[src/hw/shader_pkg.sv]
package shader_pkg;

    // cos^2 table index, one entry per sixteenth of the unit range
    localparam int index_w = 4;
    localparam int index_scale = 16;

    // greyscale output
    localparam int color_w = 8;
    localparam logic [color_w-1:0] color_backface = 8'd255;

    // input strobe to output strobe, in clock cycles
    localparam int pipe_latency = 7;

    // brightness curve indexed by floor(16 * cos^2)
    function automatic logic [color_w-1:0] color_table(input logic [index_w-1:0] index);
        case (index)
            4'd0: color_table = 8'd0;
            4'd1: color_table = 8'd20;
            4'd2: color_table = 8'd40;
            4'd3: color_table = 8'd60;
            4'd4: color_table = 8'd78;
            4'd5: color_table = 8'd96;
            4'd6: color_table = 8'd114;
            4'd7: color_table = 8'd130;
            4'd8: color_table = 8'd146;
            4'd9: color_table = 8'd162;
            4'd10: color_table = 8'd178;
            4'd11: color_table = 8'd194;
            4'd12: color_table = 8'd210;
            4'd13: color_table = 8'd226;
            4'd14: color_table = 8'd242;
            // full brightness, saturated at the 8-bit limit
            default: color_table = 8'd255;
        endcase
    endfunction

endpackage
[src/hw/color_map.sv]
module color_map (
    input  logic                         clk,
    input  logic                         rst_in,
    input  logic                         index_valid,
    input  logic [shader_pkg::index_w-1:0] index,
    input  logic                         facing_away,
    output logic                         valid_out,
    output logic [shader_pkg::color_w-1:0] color_out
);

    import shader_pkg::*;

    logic [color_w-1:0] shade;

    // back faces get the fixed color instead of the table value
    always_comb begin
        if (facing_away) begin
            shade = color_backface;
        end else begin
            shade = color_table(index);
        end
    end

    always_ff @(posedge clk) begin
        if (rst_in) begin
            valid_out <= 1'b0;
            color_out <= '0;
        end else begin
            valid_out <= index_valid;
            color_out <= shade;
        end
    end

endmodule

[config.mk]
export PLATFORM = sky130hd
export DESIGN_NAME = color_map
export DESIGN_NICKNAME = d
export VERILOG_FILES = /design/src/hw/shader_pkg.sv /design/src/hw/color_map.sv
export SDC_FILE = /design/constraint.sdc
export NUM_CORES = 1
export LEC_CHECK = 0
export ABC_AREA = 1
export BUFFER_PORTS_ARGS = -buffer_cell sky130_fd_sc_hd__buf_4
export CAP_MARGIN = 20
export CORE_AREA = 8 8 45 47
export DETAILED_ROUTE_END_ITERATION = 10
export DIE_AREA = 0 0 53 55
export PLACE_DENSITY_LB_ADDON = 0.2
export SKIP_CTS_REPAIR_TIMING = 1
export SLEW_MARGIN = 20
export SYNTH_ARGS = -nofsm -noshare
export SYNTH_HDL_FRONTEND = slang
export SYNTH_SLANG_ARGS = --single-unit
[constraint.sdc]
create_clock -name clk -period 1.23 [get_ports clk]
set_clock_uncertainty 0.05 [all_clocks]
set_input_delay 0.246 -clock clk [delete_from_list [all_inputs] [get_ports clk]]
set_output_delay 0.246 -clock clk [all_outputs]
set_load 0.01 [all_outputs]
==> flow_summary.yaml <==
logic_synthesis:
  ys.warnings.count: 0
  synth-seq-cells: 9
  synthXorXnorAreaFrac: 0
  synth_cell_types: 13
  synth.area.top_cells: "dfxtp_1 39%, ha_1 16%, nand2_1 15%"
  synthSimpleGateAreaFrac: 0.270
  muxShareOfSynthArea: 0
  synth_top_area_cell: "dfxtp_1"
  synth_top_family_by_area: "simple AND/OR/NAND/NOR gates"
  synth-seq-area-share: 0.393
  synth_fa_ha_area_frac: 0.164
  synth.cell_area_um2: 458
  avgSynthCellArea_um2: 7.39
  synth_cells: 62
  syn_nets: 76
  synth_top_area_share: 0.393
  synth_compound_area_frac: 0.0656
setup_path:
  crit_fanout: 1
  crit_buf_inv: 1
  cp_top_family: "flip-flops"
  max_stage_delay_ps: 300
  path_class: "reg2out"
  worstPathRequired_ps: 930
  worst_setup_path_end_kind: "output port"
  path_cells: "buf_4"
  cp_slowest_cell: "dfxtp_1"
  critPathLaunchType: "flip-flop"
  arrival_ps: 690
pwr:
  p_leak_nw: 0.349
  vdd_ir_drop_max_v: 0.000298
  power_mw: 0.674
  power.density_nw_per_um2: 1090
route:
  avgViaCountPerCell: 4.33
  wl_um: 920
  vias: 424
  first_iter_violations: 7
  drtAntennaViolNets: 0
  wire_per_inst_um: 9.39
  drc_errors: 0
  dr.pass1.iters: 2
clock_network:
  cts_tree: "done"
  numCtsBuffers: 3
  root_buffer: "clkbuf_4"
  cts_buffer_depth: 2
  clk_pin_slew_ps: 50
  cts.sinks: 9
  htreeDepth: 1
global_route:
  grtUsageTotal: 0.0679
  antenna_found_initial: 0
  grt_pass1_wl_mm: 1.46
  grt_overflow: 0
  grt_pass1_vias: 377
  grt_max_degree: 10
timing:
  max_freq_mhz: 1020
  hold_violations: 0
  fin_hold_ws_ps: 146
  finalSetupViolCount: 0
  final_critical_path_setup_slack_ps: 249
  slew_headroom: 0.864
  slew_violations: 0
  worst_slew_pin_slew_ps: 203
  grt_setup_unrepaired: "false"
  period_needed_ps: 981
  fin_crit_sh: 0.798
  final.setup.tns_ps: 0
place:
  io_buffers: 16
  post_dp_cell_area_um2: 594
  dp.cells: 94
  dp_hpwl_um: 769
  gp_congestion: 0.820
  place_ws_ps: 19.9
layout:
  final_cells: 98
  nNetsFinal: 97
  area_delta_synth_final_pct: 35.5
  fin_area_um2: 621
  fin_util: 0.448
  drive_gt1_frac: 0.256
  final_common_cell: "nand2_1"
  diodes: 0
  most-common-layout-cells: "18 x nand2_1, 17 x buf_4, 9 x inv_1, 9 x dfxtp_1"
worst_hold_path:
  hp-class: "in2reg"
floorplanning:
  start_util: 0.331
  dieArea_um2: 2920
  row_count: 14
  pin_count: 17
  core_um2: 1380
  die_h_um: 55
  die_x_um: 53
outcome:
  status: "finished, final reports clean"
run:
  cap_violations: 0
==> state kept, by name, indices dropped and copies added (netlist names) <==
name,flops
valid_out,1
color_out,8
==> power breakdown <==
part | switching (mW) | internal (mW) | leakage [nW] | total (mW)
clock | 0.0936 | 0.124 | 0.0150 | 0.218
combinational | 0.0706 | 0.0662 | 0.258 | 0.137
sequential | 0.00526 | 0.314 | 0.0756 | 0.319
==> kinds of logic (layout without fill, tap and decap cells) <==
logic type / count (synthesis) / in the layout
AND/OR/NAND/NOR: 30 / 30
adder cells (fa/ha/maj): 6 / 6
flip-flops: 9 / 9
AO/OA/AOI/OAI: 6 / 6
buffers and inverters: 11 / 31
==> final cells by class <==
cell class | count | area [um2]
clock buffers | 4 | 26.3
flip-flops and latches | 9 | 180
well taps | 16 | 20.0
multi-input cells | 42 | 229
repair buffers | 17 | 128
inverters | 10 | 37.5
fillers | 159 | 763
==> final timing paths <==
kind / from / endpoint / slack, ps / depth (start not counted)
worst max-delay path: color_out[2] / color_out[2] / 250 / 1
worst min-delay path: index_valid / valid_out / 150 / 3
==> per-layer routing <==
metal  GRT usage  share of wire  routed length, um
met2       0.113           0.50                460
met4      0.0776          0.043                 40
met5           0              0                  0
met1      0.0656           0.38                352
met3      0.0134          0.073                 67
==> Yosys cell counts <==
master / n
nand2_1: 18
dfxtp_1: 9
inv_1: 9
ha_1: 6
nor2_1: 6
a21oi_1: 4
nand3_1: 4
buf_6: 1
inv_2: 1
nand3b_1: 1
o21ai_0: 1
o21ai_1: 1
or2_1: 1
(Power assumes the default switching activity.)
