$ cat src/hw/normal_magnitude.sv
module normal_magnitude #(
    parameter int coord_w = 10,
    localparam int norm_w = 2 * (coord_w + 1) + 1,
    localparam int sq_w = 2 * norm_w,
    localparam int mag_w = sq_w + 2
) (
    input  logic                    clk,
    input  logic                    rst_in,
    input  logic                    normal_valid,
    input  logic signed [norm_w-1:0] normal_x,
    input  logic signed [norm_w-1:0] normal_y,
    input  logic signed [norm_w-1:0] normal_z,
    output logic                    square_valid,
    output logic [sq_w-1:0]          z_square,
    output logic [mag_w-1:0]         magnitude,
    output logic                    facing_away
);

    logic [sq_w-1:0] x_sq, y_sq, z_sq;
    logic            sq_valid;
    // sign of nz, carried alongside the squares
    logic            z_negative;

    always_ff @(posedge clk) begin
        if (rst_in) begin
            sq_valid <= 1'b0;
            square_valid <= 1'b0;
        end else begin
            sq_valid <= normal_valid;
            square_valid <= sq_valid;
        end
    end

    always_ff @(posedge clk) begin
        // squares are never negative, so they are kept unsigned
        x_sq <= normal_x * normal_x;
        y_sq <= normal_y * normal_y;
        z_sq <= normal_z * normal_z;
        z_negative <= normal_z[norm_w-1];

        // two guard bits cover the sum of three squares
        magnitude <= x_sq + y_sq + z_sq;
        z_square <= z_sq;
        facing_away <= z_negative;
    end

endmodule

$ cat config.mk
export PLATFORM = sky130hd
export DESIGN_NAME = normal_magnitude
export DESIGN_NICKNAME = d
export VERILOG_FILES = /design/src/hw/normal_magnitude.sv
export SDC_FILE = /design/constraint.sdc
export NUM_CORES = 2
export LEC_CHECK = 0
export BUFFER_PORTS_ARGS = -buffer_cell sky130_fd_sc_hd__buf_2
export CORE_AREA = 5 5 371 264
export CTS_CLUSTER_SIZE = 8
export DETAILED_ROUTE_END_ITERATION = 16
export DIE_AREA = 0 0 376 269
export PLACE_DENSITY = 0.9
export SYNTH_ARGS = -nofsm -noshare
export SYNTH_HDL_FRONTEND = slang
export SYNTH_SLANG_ARGS = --single-unit
$ cat constraint.sdc
create_clock -name clk -period 8.7 [get_ports clk]
set_input_delay 0.87 -clock clk [delete_from_list [all_inputs] [get_ports clk]]
set_output_delay 0.87 -clock clk [all_outputs]
set_load 0.02 [all_outputs]
==> results.cfg <==
[floorplanning]
ios = 168
die_h_microns = 269
std_cell_rows = 95
start_util = 0.640
core-area_sq_mm = 0.0945
dieArea_sq_mm = 0.101
die_width_microns = 376

[clocking]
post_cts_resized = 0
cts_setup_buffers = 0
cts_made_buffers = 35
clk_latency_ns = 0.54
clk_pin_slew_ns = 0.05
cts.sinks = 232
clock_path_buffers = 3
cts_hold_buf = 0
h-tree-depth = 2
cts_tree = yes
root_buffer = clkbuf_16

[sta]
fin_crit_ns = 8.23
rsz0062_at_grt = no
tightest_slew_ns = 1.16
fin_skew_ns = 0.0319
setup_violations = 0
fin_crit_sh = 0.946
timing.fmax_mhz = 122
hold_viol = 0
relSlewSlack = 0.220
maxSlewViolCount = 0
fin_worst_hold_slack_ns = 0.347
setup-tns-final_ns = 0

[global_route]
grt_antenna_before_repair = 4
track_usage = 0.325
grt_max_degree = 33
first_global_vias = 48377
grt_pass1_wl_mm = 257
overflow = 0

[hold_path]
hold_depth = 0
hold_path_class = flop to flop
hold_path_end = facing_away
hp-start = z_negative

[cells_and_area]
syn2layout_area_growth_pct = 5.06
fin_util = 0.673
fin_nets = 8305
drive_above_1_share = 0.0460

[synth]
synth_edf_count = 0
netlist_instances = 6129
synth.ff_latch_count = 232
synth.distinct_cells = 74
synth_commonest_cells = 1,794 x inv_1, 1,602 x fa_1, 520 x nand2_1, 422 x ha_1, 318 x and2_1
seq_area_frac_synth = 0.0768
ys.flop_type = dfxtp_1
yosysMostFrequentCell = inv_1
synth_top_area_share = 0.530
syn_area_sq_mm = 0.0605
synthTopCellsByArea = fa_1 53%, inv_1 11%, ha_1 8.7%
syn_avg_cell_area_sq_um = 9.87
async_flop_share = 0
synth_largest_area_cell = fa_1
yosysWarnings = 0

[worst_setup_path]
endpoint_kind = flop
r2r_cells = 12
r2r-end = magnitude[45]
path_class = input pin to flop
crit_arrival_ns = 8.56
crit_fanout = 24
worst_ep_required_time_ns = 9.03
timing.reg2reg.setup_slack_ns = 4.13
timing.rr.start = y_sq[17]
worstSetupStartpointType = input pin

[detailed_routing]
drt_pass1_iterations = 9
vias = 42162
via_per_inst = 5.64
first_iter_violations = 3651
drc = 0
wl_per_cell_microns = 20.9
ant_nets = 0
drt-total-wl_mm = 156

[run_status]
status = complete, no violations

[place]
gpl.final_weighted_congestion = 1.06
io_buffers = 166
hpwl_mm = 132

[run]
cap_violations = 0
==> worst max-delay path, stage by stage <==
cell	delay (ns)
buf_2	0.52
and2_1	0.27
inv_1	0.07
fa_1	0.50
inv_1	0.06
fa_1	0.49
fa_1	0.62
fa_1	0.47
fa_1	0.50
fa_1	0.50
inv_1	0.05
fa_1	0.47
inv_1	0.04
ha_1	0.35
a2111oi_0	0.47
nand3_1	0.26
a31oi_1	0.83
o21ai_1	0.28
a311oi_1	0.60
xnor2_1	0.32
==> stage by stage <==
step / setup WS [ns] / instances / area, sq um
after global routing: 0.199 / 7476 / 63600
after floorplan: 1.31 / 6133 / 60500
final: 0.472 / 7478 / 63600
after global placement: 0.436 / 7433 / 62600
after detailed placement: 0.201 / 7433 / 62600
after CTS: 0.754 / 7475 / 63600
==> cell families (layout without fill, tap and decap cells) <==
kind of cell             Yosys count  in the layout  share of synthesized area
multiplexers                      10             10                    0.00184
flip-flops                       232            232                     0.0768
buffers and inverters           1960           2041                      0.122
AO/OA/AOI/OAI                    483            483                     0.0535
other                              1              8                  0.0000620
adder cells (fa/ha/maj)         2024           2024                      0.617
XOR/XNOR                         222            222                     0.0321
AND/OR/NAND/NOR                 1197           1197                     0.0967
==> sequential cells by signal (all words and copies together), names as in the netlist <==
name,count
magnitude,48
y_sq,45
z_square,45
sq_valid,1
facing_away,1
z_negative,1
z_sq,45
square_valid,1
x_sq,45
==> how the worst max path moves through the flow <==
stage                     cells past startpoint   startpoint       end
after global placement                       25  normal_x[7]  x_sq[35]
after global routing                         25  normal_x[7]  x_sq[35]
final                                        20  normal_x[3]  x_sq[31]
after detailed placement                     25  normal_x[7]  x_sq[35]
after floorplan                              25  normal_y[7]  y_sq[41]
after CTS                                    25  normal_x[7]  x_sq[35]
==> cell type report <==
type	count	area, sq um
fill	6654	30900
inverter	1794	6730
clock buffer	38	907
sequential	232	4640
timing repair buffer	205	1120
multi-input combinational	3941	48500
antenna	3	7.51
clock inverter	4	60.1
tap	1261	1580
==> routing by layer <==
metal | GRT usage | share of wire
met4 | 0.122 | 0.045
met3 | 0.115 | 0.14
met2 | 0.495 | 0.44
met5 | 0 | 0.000083
met1 | 0.435 | 0.38
==> cells in the final DEF, fill, tap and decap left out, types with 35 or more instances in the layout <==
master	synthesis	final
nand3_1	43	43
a21o_1	75	75
nor2b_1	71	71
buf_2	0	166
xnor2_1	164	164
xor2_1	58	58
nand2_1	520	520
clkbuf_16	0	35
o21ai_0	72	72
inv_1	1794	1794
a21oi_1	160	160
ha_1	422	422
nor2_1	119	119
and2_1	318	318
buf_4	1	39
dfxtp_1	232	232
fa_1	1602	1602
Power is left out: the tool's default activity adds up to more than one toggle a clock period on the data nets, which glitch-free logic cannot reach.
