===== src/hw/triangle_normal.sv =====
module triangle_normal #(
    parameter int coord_w = 10,
    localparam int edge_w = coord_w + 1,
    localparam int prod_w = 2 * edge_w,
    localparam int norm_w = prod_w + 1
) (
    input  logic                     clk,
    input  logic                     rst_in,
    input  logic                     data_valid_in,
    input  logic signed [coord_w-1:0] v0_x,
    input  logic signed [coord_w-1:0] v0_y,
    input  logic signed [coord_w-1:0] v0_z,
    input  logic signed [coord_w-1:0] v1_x,
    input  logic signed [coord_w-1:0] v1_y,
    input  logic signed [coord_w-1:0] v1_z,
    input  logic signed [coord_w-1:0] v2_x,
    input  logic signed [coord_w-1:0] v2_y,
    input  logic signed [coord_w-1:0] v2_z,
    output logic                     normal_valid,
    output logic signed [norm_w-1:0]  normal_x,
    output logic signed [norm_w-1:0]  normal_y,
    output logic signed [norm_w-1:0]  normal_z
);

    // edge u = v1 - v0, edge w = v2 - v0
    logic signed [edge_w-1:0] u_x, u_y, u_z;
    logic signed [edge_w-1:0] w_x, w_y, w_z;
    logic                     edge_valid;

    // partial products of u x w
    logic signed [prod_w-1:0] p_yz, p_zy, p_zx, p_xz, p_xy, p_yx;
    logic                     prod_valid;

    // valid strobes follow the data one register at a time
    always_ff @(posedge clk) begin
        if (rst_in) begin
            edge_valid <= 1'b0;
            prod_valid <= 1'b0;
            normal_valid <= 1'b0;
        end else begin
            edge_valid <= data_valid_in;
            prod_valid <= edge_valid;
            normal_valid <= prod_valid;
        end
    end

    always_ff @(posedge clk) begin
        // stage 1: edge vectors, sign extended by one bit
        u_x <= v1_x - v0_x;
        u_y <= v1_y - v0_y;
        u_z <= v1_z - v0_z;
        w_x <= v2_x - v0_x;
        w_y <= v2_y - v0_y;
        w_z <= v2_z - v0_z;

        // stage 2: six products
        p_yz <= u_y * w_z;
        p_zy <= u_z * w_y;
        p_zx <= u_z * w_x;
        p_xz <= u_x * w_z;
        p_xy <= u_x * w_y;
        p_yx <= u_y * w_x;

        // stage 3: cross product differences
        normal_x <= p_yz - p_zy;
        normal_y <= p_zx - p_xz;
        normal_z <= p_xy - p_yx;
    end

endmodule


===== config.mk =====
export PLATFORM = sky130hd
export DESIGN_NAME = triangle_normal
export DESIGN_NICKNAME = d
export VERILOG_FILES = /design/src/hw/triangle_normal.sv
export SDC_FILE = /design/constraint.sdc
export NUM_CORES = 2
export LEC_CHECK = 0
export CAP_MARGIN = 5
export CORE_UTILIZATION = 65
export CTS_CLUSTER_DIAMETER = 40
export DETAILED_ROUTE_END_ITERATION = 6
export DONT_BUFFER_PORTS = 1
export HOLD_SLACK_MARGIN = 0.03
export PLACE_DENSITY = 0.81
export SLEW_MARGIN = 0
export SYNTH_ARGS = -nofsm -noshare
export SYNTH_HDL_FRONTEND = slang
export SYNTH_SLANG_ARGS = --single-unit

===== constraint.sdc =====
create_clock -name clk -period 8.15 [get_ports clk]
set_input_delay 0.815 -clock clk [delete_from_list [all_inputs] [get_ports clk]]
set_output_delay 0.815 -clock clk [all_outputs]
set_load 0.05 [all_outputs]

==> run_results.csv <==
group,metric,value,unit
status,outcome,"completed",
sta,rsz0062_at_grt,"false",
cells_and_area,areaGrowthSynthToFinish,5.94,%
clock_network,cts-resized-gates,0,
synthesis,synth_flop_cell,"dfxtp_1",
placed_design,portBuffers,0,
sta,tightest_slew,1160,ps
cells_and_area,antennaDiodeCount,0,
clock_network,clkTransAtPathRegs,50,ps
synthesis,synth_fp_nets,5645,
sta,final_hold_viol_count,0,
synthesis,ys_types,75,
global_route,grt_pass1_wl,155000,µm
clock_network,worstSkewPairLatency,610,ps
floorplanning,row_count,90,
cells_and_area,final_cell_area,42100,µm²
global_route,antenna_found_initial,4,
worst_setup_path,crit_buf_inv,3,
routing,first_iter_violations,2010,
worst_setup_path,cpMostUsedCell,"fa_1",
placed_design,place_area,40400,µm²
floorplanning,fp.dieH,249,µm
worst_setup_path,crit_path_start,"w_z[2]",
clock_network,cts_tree,"done",
worst_setup_path,cp_cell_sequence,"nand2_1 -> fa_1 -> inv_1 -> fa_1 -> fa_1 -> fa_1 -> inv_1 -> fa_1 -> inv_1 -> ha_1 -> a21o_1 -> a21o_1 -> a21o_1 -> a311oi_1 -> o21ai_1 -> a31o_1 -> a21oi_1 -> xnor2_1",
hold_path,holdCritPathClass,"input pin to flop",
clock_network,clock-root-buffer,"clkbuf_16",
sta,fmax,166,MHz
floorplanning,core,60400,µm²
placed_design,gp_congestion,0.934,
worst_setup_path,critPathCaptureType,"flop",
synthesis,avgSynthCellArea,8.97,µm²
floorplanning,initial_core_util,65.9,%
clock_network,cts_buffers,50,
worst_setup_path,critical-path-max-stage-delay,950,ps
global_route,grt_pass1_vias,30900,
sta,fin_tns_setup,0,ps
cells_and_area,drive_above_1_share,3.01,%
routing,postRouteAntennaNets,0,
sta,fin_crit,6010,ps
clock_network,hold_buffers,0,
sta,drv_slew,0,
worst_setup_path,crit_family,"adder cells",
flow_run,drv_cap,0,
worst_setup_path,crit_slowest_cell,"dfxtp_1",
routing,route.final.wire_length,92400,µm
clock_network,cts_max_path_buffers,3,
global_route,grt_start_max_net_pins,23,
placed_design,dp_hpwl,73100,µm
sta,relSlewSlack,22.5,%
routing,wl_per_cell,17.8,µm
hold_path,hold_start,"rst_in",
worst_setup_path,reg2reg_from,"w_z[2]",
worst_setup_path,arrival,6470,ps
synthesis,synth-warning-count,0,
global_route,grtUsageTotal,31.3,%
synthesis,synth_edf_count,0,
worst_setup_path,worstPathRequired,8600,ps
routing,dr.pass1.iters,6,
clock_network,post-cts-setup-buffers,0,
routing,drcViolationCount,0,
cells_and_area,nNetsFinal,5583,
worst_setup_path,start_kind,"flop",
sta,finalSetupViolCount,0,
synthesis,ys_ff_latch,270,
floorplanning,dieArea,62200,µm²
sta,period_share,73.8,%
synthesis,synthCells,4433,
floorplanning,die_w,249,µm
clock_network,htreeDepth,2,
routing,vias,29000,
worst_setup_path,worstSetupPathType,"flop to flop",
global_route,grt_overflow_total,0,
synthesis,synth-async-reset-ratio,0,%
worst_setup_path,crit_fanout,22,
synthesis,syn_area,39800,µm²
clock_network,cts_num_sinks,270,
synthesis,seq_area_frac_synth,13.6,%
sta,finClkSkew,37.9,ps
floorplanning,ios,163,
routing,via_per_inst,5.58,
-- final cells by class --
cell class,count,area (µm²)
Multi-Input combinational cell,2931,29700
Fill cell,4474,18200
Sequential cell,270,5410
Inverter,1103,4140
Clock buffer,58,1340
Tap cell,782,978
Clock inverter,35,414
Timing Repair Buffer,15,113
-- metal layers --
layer	global-route usage, %	wire (µm)	share of wire [%]
met5	0	0	0
met3	4.65	6760	7.3
met4	15.7	5150	5.6
met1	39.3	35800	39
met2	52.8	44700	48
-- stage by stage --
step	worst slack (ps)	cells	utilization (%)	hold WS, ps
floorplan	2970	4433	-	414
global placement	2370	5101	66.9	418
detailed placement	2200	5101	66.9	425
CTS	2200	5194	69.8	258
global route	1880	5194	69.8	266
finish	2140	5194	69.8	278
-- sequential cells by signal, summed over array words and instances (netlist names), 22 cells and up --
name,count
normal_x,23
normal_y,23
normal_z,23
p_xy,22
p_xz,22
p_yx,22
p_yz,22
p_zx,22
p_zy,22
-- layout by cell type, fill, tap and decap left out, types with 16 or more instances in the layout --
cell type,instances
a21boi_0,24
a21o_1,34
a21oi_1,97
and2_1,305
clkbuf_16,50
dfxtp_1,270
fa_1,711
ha_1,408
inv_1,1101
nand2_1,453
nand2b_1,38
nand3_1,34
nor2_1,191
nor2b_1,37
nor3_1,46
o21a_1,34
o21ai_0,89
o21ai_1,16
xnor2_1,158
xor2_1,34
-- cells by family (layout without fill, tap and decap cells) --
kind of cell | count (synthesis) | after routing | synth area share [%]
AO/OA/AOI/OAI | 433 | 433 | 7.36
adder cells (fa/ha/maj) | 1119 | 1119 | 48.6
multiplexers | 4 | 4 | 0.101
XOR/XNOR | 192 | 192 | 4.23
flip-flops | 270 | 270 | 13.6
AND/OR/NAND/NOR | 1183 | 1183 | 14.4
buffers and inverters | 1232 | 1211 | 11.6
-- synthesized netlist by cell type, types with 4 or more instances --
cell type	number	share of area [%]
nor2_1	191	1.8
o31a_1	5	0.11
xnor2_1	158	3.5
inv_1	1101	10
nor2b_1	37	0.58
o22ai_1	6	0.094
xor2_1	34	0.75
a21o_1	34	0.64
nand3b_1	9	0.17
clkbuf_1	128	1.2
a41oi_1	4	0.088
o211ai_1	8	0.15
nand2b_1	38	0.60
dfxtp_1	270	14
nand4_1	8	0.13
o311ai_1	5	0.11
a21boi_1	9	0.17
or3_1	11	0.17
o2111ai_1	5	0.11
nand3_1	34	0.43
nor3b_1	10	0.19
o21ai_0	89	1.1
fa_1	711	36
o21a_1	34	0.64
a311oi_1	4	0.088
nor4_1	4	0.063
a21oi_1	97	1.2
nor3_1	46	0.58
a2111oi_0	7	0.15
a31o_2	5	0.11
ha_1	408	13
nand2_1	453	4.3
a211oi_1	14	0.26
a21boi_0	24	0.45
o21ai_1	16	0.20
mux2i_1	4	0.10
o21bai_1	8	0.15
o31ai_1	11	0.21
a31oi_1	11	0.17
or2_2	10	0.16
and2_1	305	4.8
and3_1	15	0.24
-- worst paths after layout --
path | to | slack (ps) | depth (start not counted)
max | p_yz[21] | 2140 | 18
min | normal_valid | 280 | 1
max reg2reg | p_yz[21] | 2140 | 18
min reg2reg | prod_valid | 430 | 1
Power is not shown: default switching activity piles up to over one toggle a cycle in this logic, so the estimate is an artifact.
