`config.mk`:
```
export PLATFORM = sky130hd
export DESIGN_NAME = angle_index
export DESIGN_NICKNAME = d
export VERILOG_FILES = /design/src/hw/shader_pkg.sv /design/src/hw/angle_index.sv
export SDC_FILE = /design/constraint.sdc
export NUM_CORES = 2
export LEC_CHECK = 0
export ABC_CLOCK_PERIOD_IN_PS = 17800
export BUFFER_PORTS_ARGS = -buffer_cell sky130_fd_sc_hd__buf_2
export CAP_MARGIN = 5
export CELL_PAD_IN_SITES_DETAIL_PLACEMENT = 1
export CELL_PAD_IN_SITES_GLOBAL_PLACEMENT = 1
export CORE_ASPECT_RATIO = 1.1
export CORE_MARGIN = 5
export CORE_UTILIZATION = 51
export DETAILED_ROUTE_END_ITERATION = 8
export PLACE_DENSITY_LB_ADDON = 0.1
export SLEW_MARGIN = 20
export SYNTH_ARGS = -nofsm -noshare
export SYNTH_HDL_FRONTEND = slang
export SYNTH_SLANG_ARGS = --single-unit
```
`constraint.sdc`:
```
create_clock -name clk -period 17.8 [get_ports clk]
set_clock_uncertainty 0.05 [all_clocks]
set_input_delay 2.67 -clock clk [delete_from_list [all_inputs] [get_ports clk]]
set_output_delay 2.67 -clock clk [all_outputs]
set_load 0.1 [all_outputs]
```
`src/hw/shader_pkg.sv`:
```
package shader_pkg;

    // cos^2 table index, one entry per sixteenth of the unit range
    localparam int index_w = 4;
    localparam int index_scale = 16;

    // greyscale output
    localparam int color_w = 8;
    localparam logic [color_w-1:0] color_backface = 8'd255;

    // input strobe to output strobe, in clock cycles
    localparam int pipe_latency = 7;

    // brightness curve indexed by floor(16 * cos^2)
    function automatic logic [color_w-1:0] color_table(input logic [index_w-1:0] index);
        case (index)
            4'd0: color_table = 8'd0;
            4'd1: color_table = 8'd20;
            4'd2: color_table = 8'd40;
            4'd3: color_table = 8'd60;
            4'd4: color_table = 8'd78;
            4'd5: color_table = 8'd96;
            4'd6: color_table = 8'd114;
            4'd7: color_table = 8'd130;
            4'd8: color_table = 8'd146;
            4'd9: color_table = 8'd162;
            4'd10: color_table = 8'd178;
            4'd11: color_table = 8'd194;
            4'd12: color_table = 8'd210;
            4'd13: color_table = 8'd226;
            4'd14: color_table = 8'd242;
            // full brightness, saturated at the 8-bit limit
            default: color_table = 8'd255;
        endcase
    endfunction

endpackage
```
`src/hw/angle_index.sv`:
```
module angle_index #(
    parameter int coord_w = 10,
    localparam int norm_w = 2 * (coord_w + 1) + 1,
    localparam int sq_w = 2 * norm_w,
    localparam int mag_w = sq_w + 2
) (
    input  logic                         clk,
    input  logic                         rst_in,
    input  logic                         square_valid,
    input  logic [sq_w-1:0]               z_square,
    input  logic [mag_w-1:0]              magnitude,
    input  logic                         facing_away,
    output logic                         index_valid,
    output logic [shader_pkg::index_w-1:0] index,
    output logic                         facing_away_out
);

    import shader_pkg::*;

    // room for 16 * magnitude plus one spare bit
    localparam int cmp_w = mag_w + $clog2(index_scale) + 1;
    localparam int count_w = $clog2(index_scale + 1);

    logic [cmp_w-1:0]   scaled_z;
    logic [count_w-1:0] hit_count;
    logic [index_w-1:0] clamped;

    assign scaled_z = cmp_w'(z_square) * cmp_w'(index_scale);

    // count of k with k * |n|^2 <= 16 * nz^2 is floor(16 * cos^2)
    always_comb begin
        hit_count = '0;
        for (int k = 1; k <= index_scale; k++) begin
            if (cmp_w'(k) * cmp_w'(magnitude) <= scaled_z) begin
                hit_count = hit_count + 1'b1;
            end
        end
        // cos^2 of exactly 1 lands on 16
        if (hit_count >= count_w'(index_scale)) begin
            clamped = index_w'(index_scale - 1);
        end else begin
            clamped = index_w'(hit_count);
        end
    end

    always_ff @(posedge clk) begin
        if (rst_in) begin
            index_valid <= 1'b0;
        end else begin
            index_valid <= square_valid;
        end
    end

    always_ff @(posedge clk) begin
        // degenerate triangle, every comparison would pass
        index <= (magnitude == '0) ? '0 : clamped;
        facing_away_out <= facing_away;
    end

endmodule

```
==> results.md <==
- Status: finished clean
- FFs w/ async S/R, synth: 0%
- YS warnings: 0
- Clock transition at the registers of the reported paths: ~0.03 ns
- Worst min-delay path class: input port to flop
- Core area: 81600 um2
- Chip Height: ~310 um
- DP Wirelength: around 130 mm
- Number of global-route vias before repair: 42200
- Max incr delay on CP: 0.64 ns
- Share of cells above drive strength 1: 5.21%
- Final net count: 6890
- Part of the power in registers: 0.6%
- Power per Cell Area: 97.7 nW/um2
- Peak supply drop: about 170 uV
- Post-route cell area: 44300 um2
- TritonCTS buffer count: 3
- Combinational Power Share: between 90% and 100%
- Mapped Area: 41800 um2
- CP most frequent cell: ha_1
- Crit path required time: 17.90 ns
- CP Class: input port to flop
- Clk sinks: 6
- All-Layer GR Usage: 34.0%
- Final WL: 153 mm
- Sw Ratio: 58.0%
- Max_cap viols: 0
- Initial Util: 51.2%
- Hold Fails Final Rpt: 0
- Layout area overhead: 6.17%
- Mean Syn Cell Area: 8.06 um2
- DRT iter0 DRCs: 2416
- CTS tree: done
- Clock period minus worst slack: roughly 17 ns
- P_leak: around 22 nW
- Die Width: approximately 280 um
- Fmax: 58.9 MHz
- Antenna violations before repair: 4
- Gp weighted congestion: 0.959
- First-pass GRT wire length: 237 mm
- IO Port Bufs: 103
- IO Pins: 104
- Clock power share: 0.8%
- Normalized max-slew margin: roughly 13%
- Yosys cell types: 103
- Synth Net Count: between 6000 and 7000
- Setup violations, final: 0
- Detail Route Antenna Nets: 0
- Die ar.: roughly 88000 um2
- FF+latch count, synth: 6
- Crit Path Max Fanout: 14
- Switching pwr: about 2.5 mW
- GR Overflow Total: 0
- Setup tns final: 0 ns
- Hold depth: 1
- Ys flop type: dfxtp_1
- Clock tree buffer depth: 2
- H-tree lvl count: 1
- Period utilization: a little over nine tenths
- Via count: 40800
- Row count: 110
- RSZ-0062 raised after global routing: no
- Final Total Pwr: approximately 4.3 mW
- Root buffer cell: clkbuf_16
- Dpl cell area: 44200 um2
- Syn Inst Count: 5180
- Slew @ Worst Pin: 1.28 ns
- Initial DRT Pass Iterations: 5
- Avg Vias per Cell: 6.35
- Final Max Tran Viols: 0
- Crit-path slowest cell: a221oi_1
- Critical Path AT: 17.09 ns
- Largest net degree at the start of global routing: 23
- Int Pwr: 1.82 mW
- Register area share after synthesis: 0.288%
- CP endpoint kind: flop
- Type of origin of the critical path: input port
- Wire length per cell: 23.8 um
- Drt drc: 0
- Number of enable flip-flop cells after synthesis: 0
[cells by family (layout without fill, tap and decap cells)]
logic type | after synthesis | in the layout | share of synthesized area (%)
muxes | 16 | 16 | 0.434
buffers and inverters | 577 | 752 | 5.20
AOI/OAI and AO/OA | 1543 | 1543 | 23.6
adders and majority gates | 1435 | 1435 | 47.2
other | 0 | 2 | 0
xor gates and xnor gates | 331 | 331 | 7.33
and+or+nand+nor | 1272 | 1272 | 15.9
DFF | 6 | 6 | 0.288
[power by group through the flow]
stage / Sequential (mW) / Combinational (mW) / Clock (mW)
2_1_floorplan: 0.0624 / 3.08 / 0
3_3_place_gp: 0.0266 / 4.03 / 0
3_5_place_dp: 0.0263 / 4.19 / 0
4_1_cts: 0.0265 / 4.23 / 0.0370
5_1_grt: 0.0269 / 4.75 / 0.0379
6_report: 0.0263 / 4.27 / 0.0363
[sequential cells by signal (all words and copies together), names as in the netlist]
register	count
facing_away_out	1
index	4
index_valid	1
[cells in the mapped netlist (8+ instances only)]
cell type	instances	area, um2
fa_1	234	4680
nor4_1	43	269
inv_1	555	2080
xnor2_2	8	130
a221o_1	12	120
nand2_1	264	991
a21oi_1	494	2470
nand2b_1	76	475
nor3_1	78	390
a211o_1	14	123
a21o_1	229	1720
or4_1	9	67.6
o311ai_0	11	96.3
a211oi_1	64	480
o41ai_1	8	70.1
a31o_2	12	105
nor2_1	244	916
o21bai_1	52	390
clkbuf_1	19	71.3
a2111oi_0	11	96.3
o21a_1	82	616
or2_2	12	75.1
a31oi_1	45	282
or3_1	22	138
mux2i_1	8	80.1
o211ai_1	37	278
and3_1	45	282
and4_1	24	210
o21ai_0	295	1480
o31ai_1	20	150
xnor2_1	235	2060
ha_1	1201	15000
nand4_1	179	1120
o221ai_1	10	87.6
a221oi_1	16	140
a21boi_0	30	225
nand3_1	122	611
o31a_1	9	78.8
xor2_1	81	709
nor2b_1	94	588
and2_1	21	131
[path summary, 6_finish.rpt]
path                startpoint               to  slack (ns)
setup / recovery  magnitude[2]         index[0]        0.81
hold / removal     facing_away  facing_away_out        2.49
[placed cells by master, fill, tap and decap left out, types with 77 or more instances in the layout]
cell     Yosys  final
a21o_1     229    229
xnor2_1    235    235
inv_1      555    555
a21oi_1    494    494
o21ai_0    295    294
nor2b_1     94     94
nor3_1      78     77
xor2_1      81     81
buf_2        1    102
nand4_1    179    179
ha_1      1201   1201
buf_4        1     90
nor2_1     244    244
nand2_1    264    264
o21a_1      82     82
nand3_1    122    122
fa_1       234    234
[worst max-delay path, delay by kind of cell]
kind | cells | cell delay, ns
AOI/OAI and AO/OA | 21 | 5.40
adders and majority gates | 15 | 4.49
and+or+nand+nor | 11 | 2.14
muxes | 6 | 1.43
buffers and inverters | 6 | 0.76
xor gates and xnor gates | 1 | 0.19
[routing by layer]
metal	GRT usage, %	share of wire (%)	vias to the layer above
met2	58.0	46	1032
met1	44.3	44	19900
met3	2.45	4.9	321
met5	0	0.0098	-
met4	14.7	5.5	2
li1	-	-	19500
[stage by stage]
step           hold WS (ns)  utilization (%)  std cells  setup slack [ns]
2_1_floorplan          2.65                -       5180              2.75
3_3_place_gp           2.72             54.2       6415              1.12
3_5_place_dp           2.72             54.2       6415             0.739
4_1_cts                2.49             54.3       6418             0.881
5_1_grt                2.49             54.3       6419           0.00741
6_report               2.49             54.3       6421             0.811
[what timing repair did]
item                                   CTS  global route
endpoints found under the hold margin    0             0
setup endpoints to repair                0             3
buffers inserted                         0             0
hold buffers                             0             0
gates resized for setup                  0             6
[layout make-up]
type	instances	area (um2)
Timing Repair Buffer	194	1200
Antenna cell	2	5.00
Fill cell	10300	37300
Tap cell	1064	1330
Sequential cell	6	120
Multi-Input combinational cell	4597	39500
Clock buffer	3	75.1
Inverter	555	2080
(Power assumes the default switching activity.)
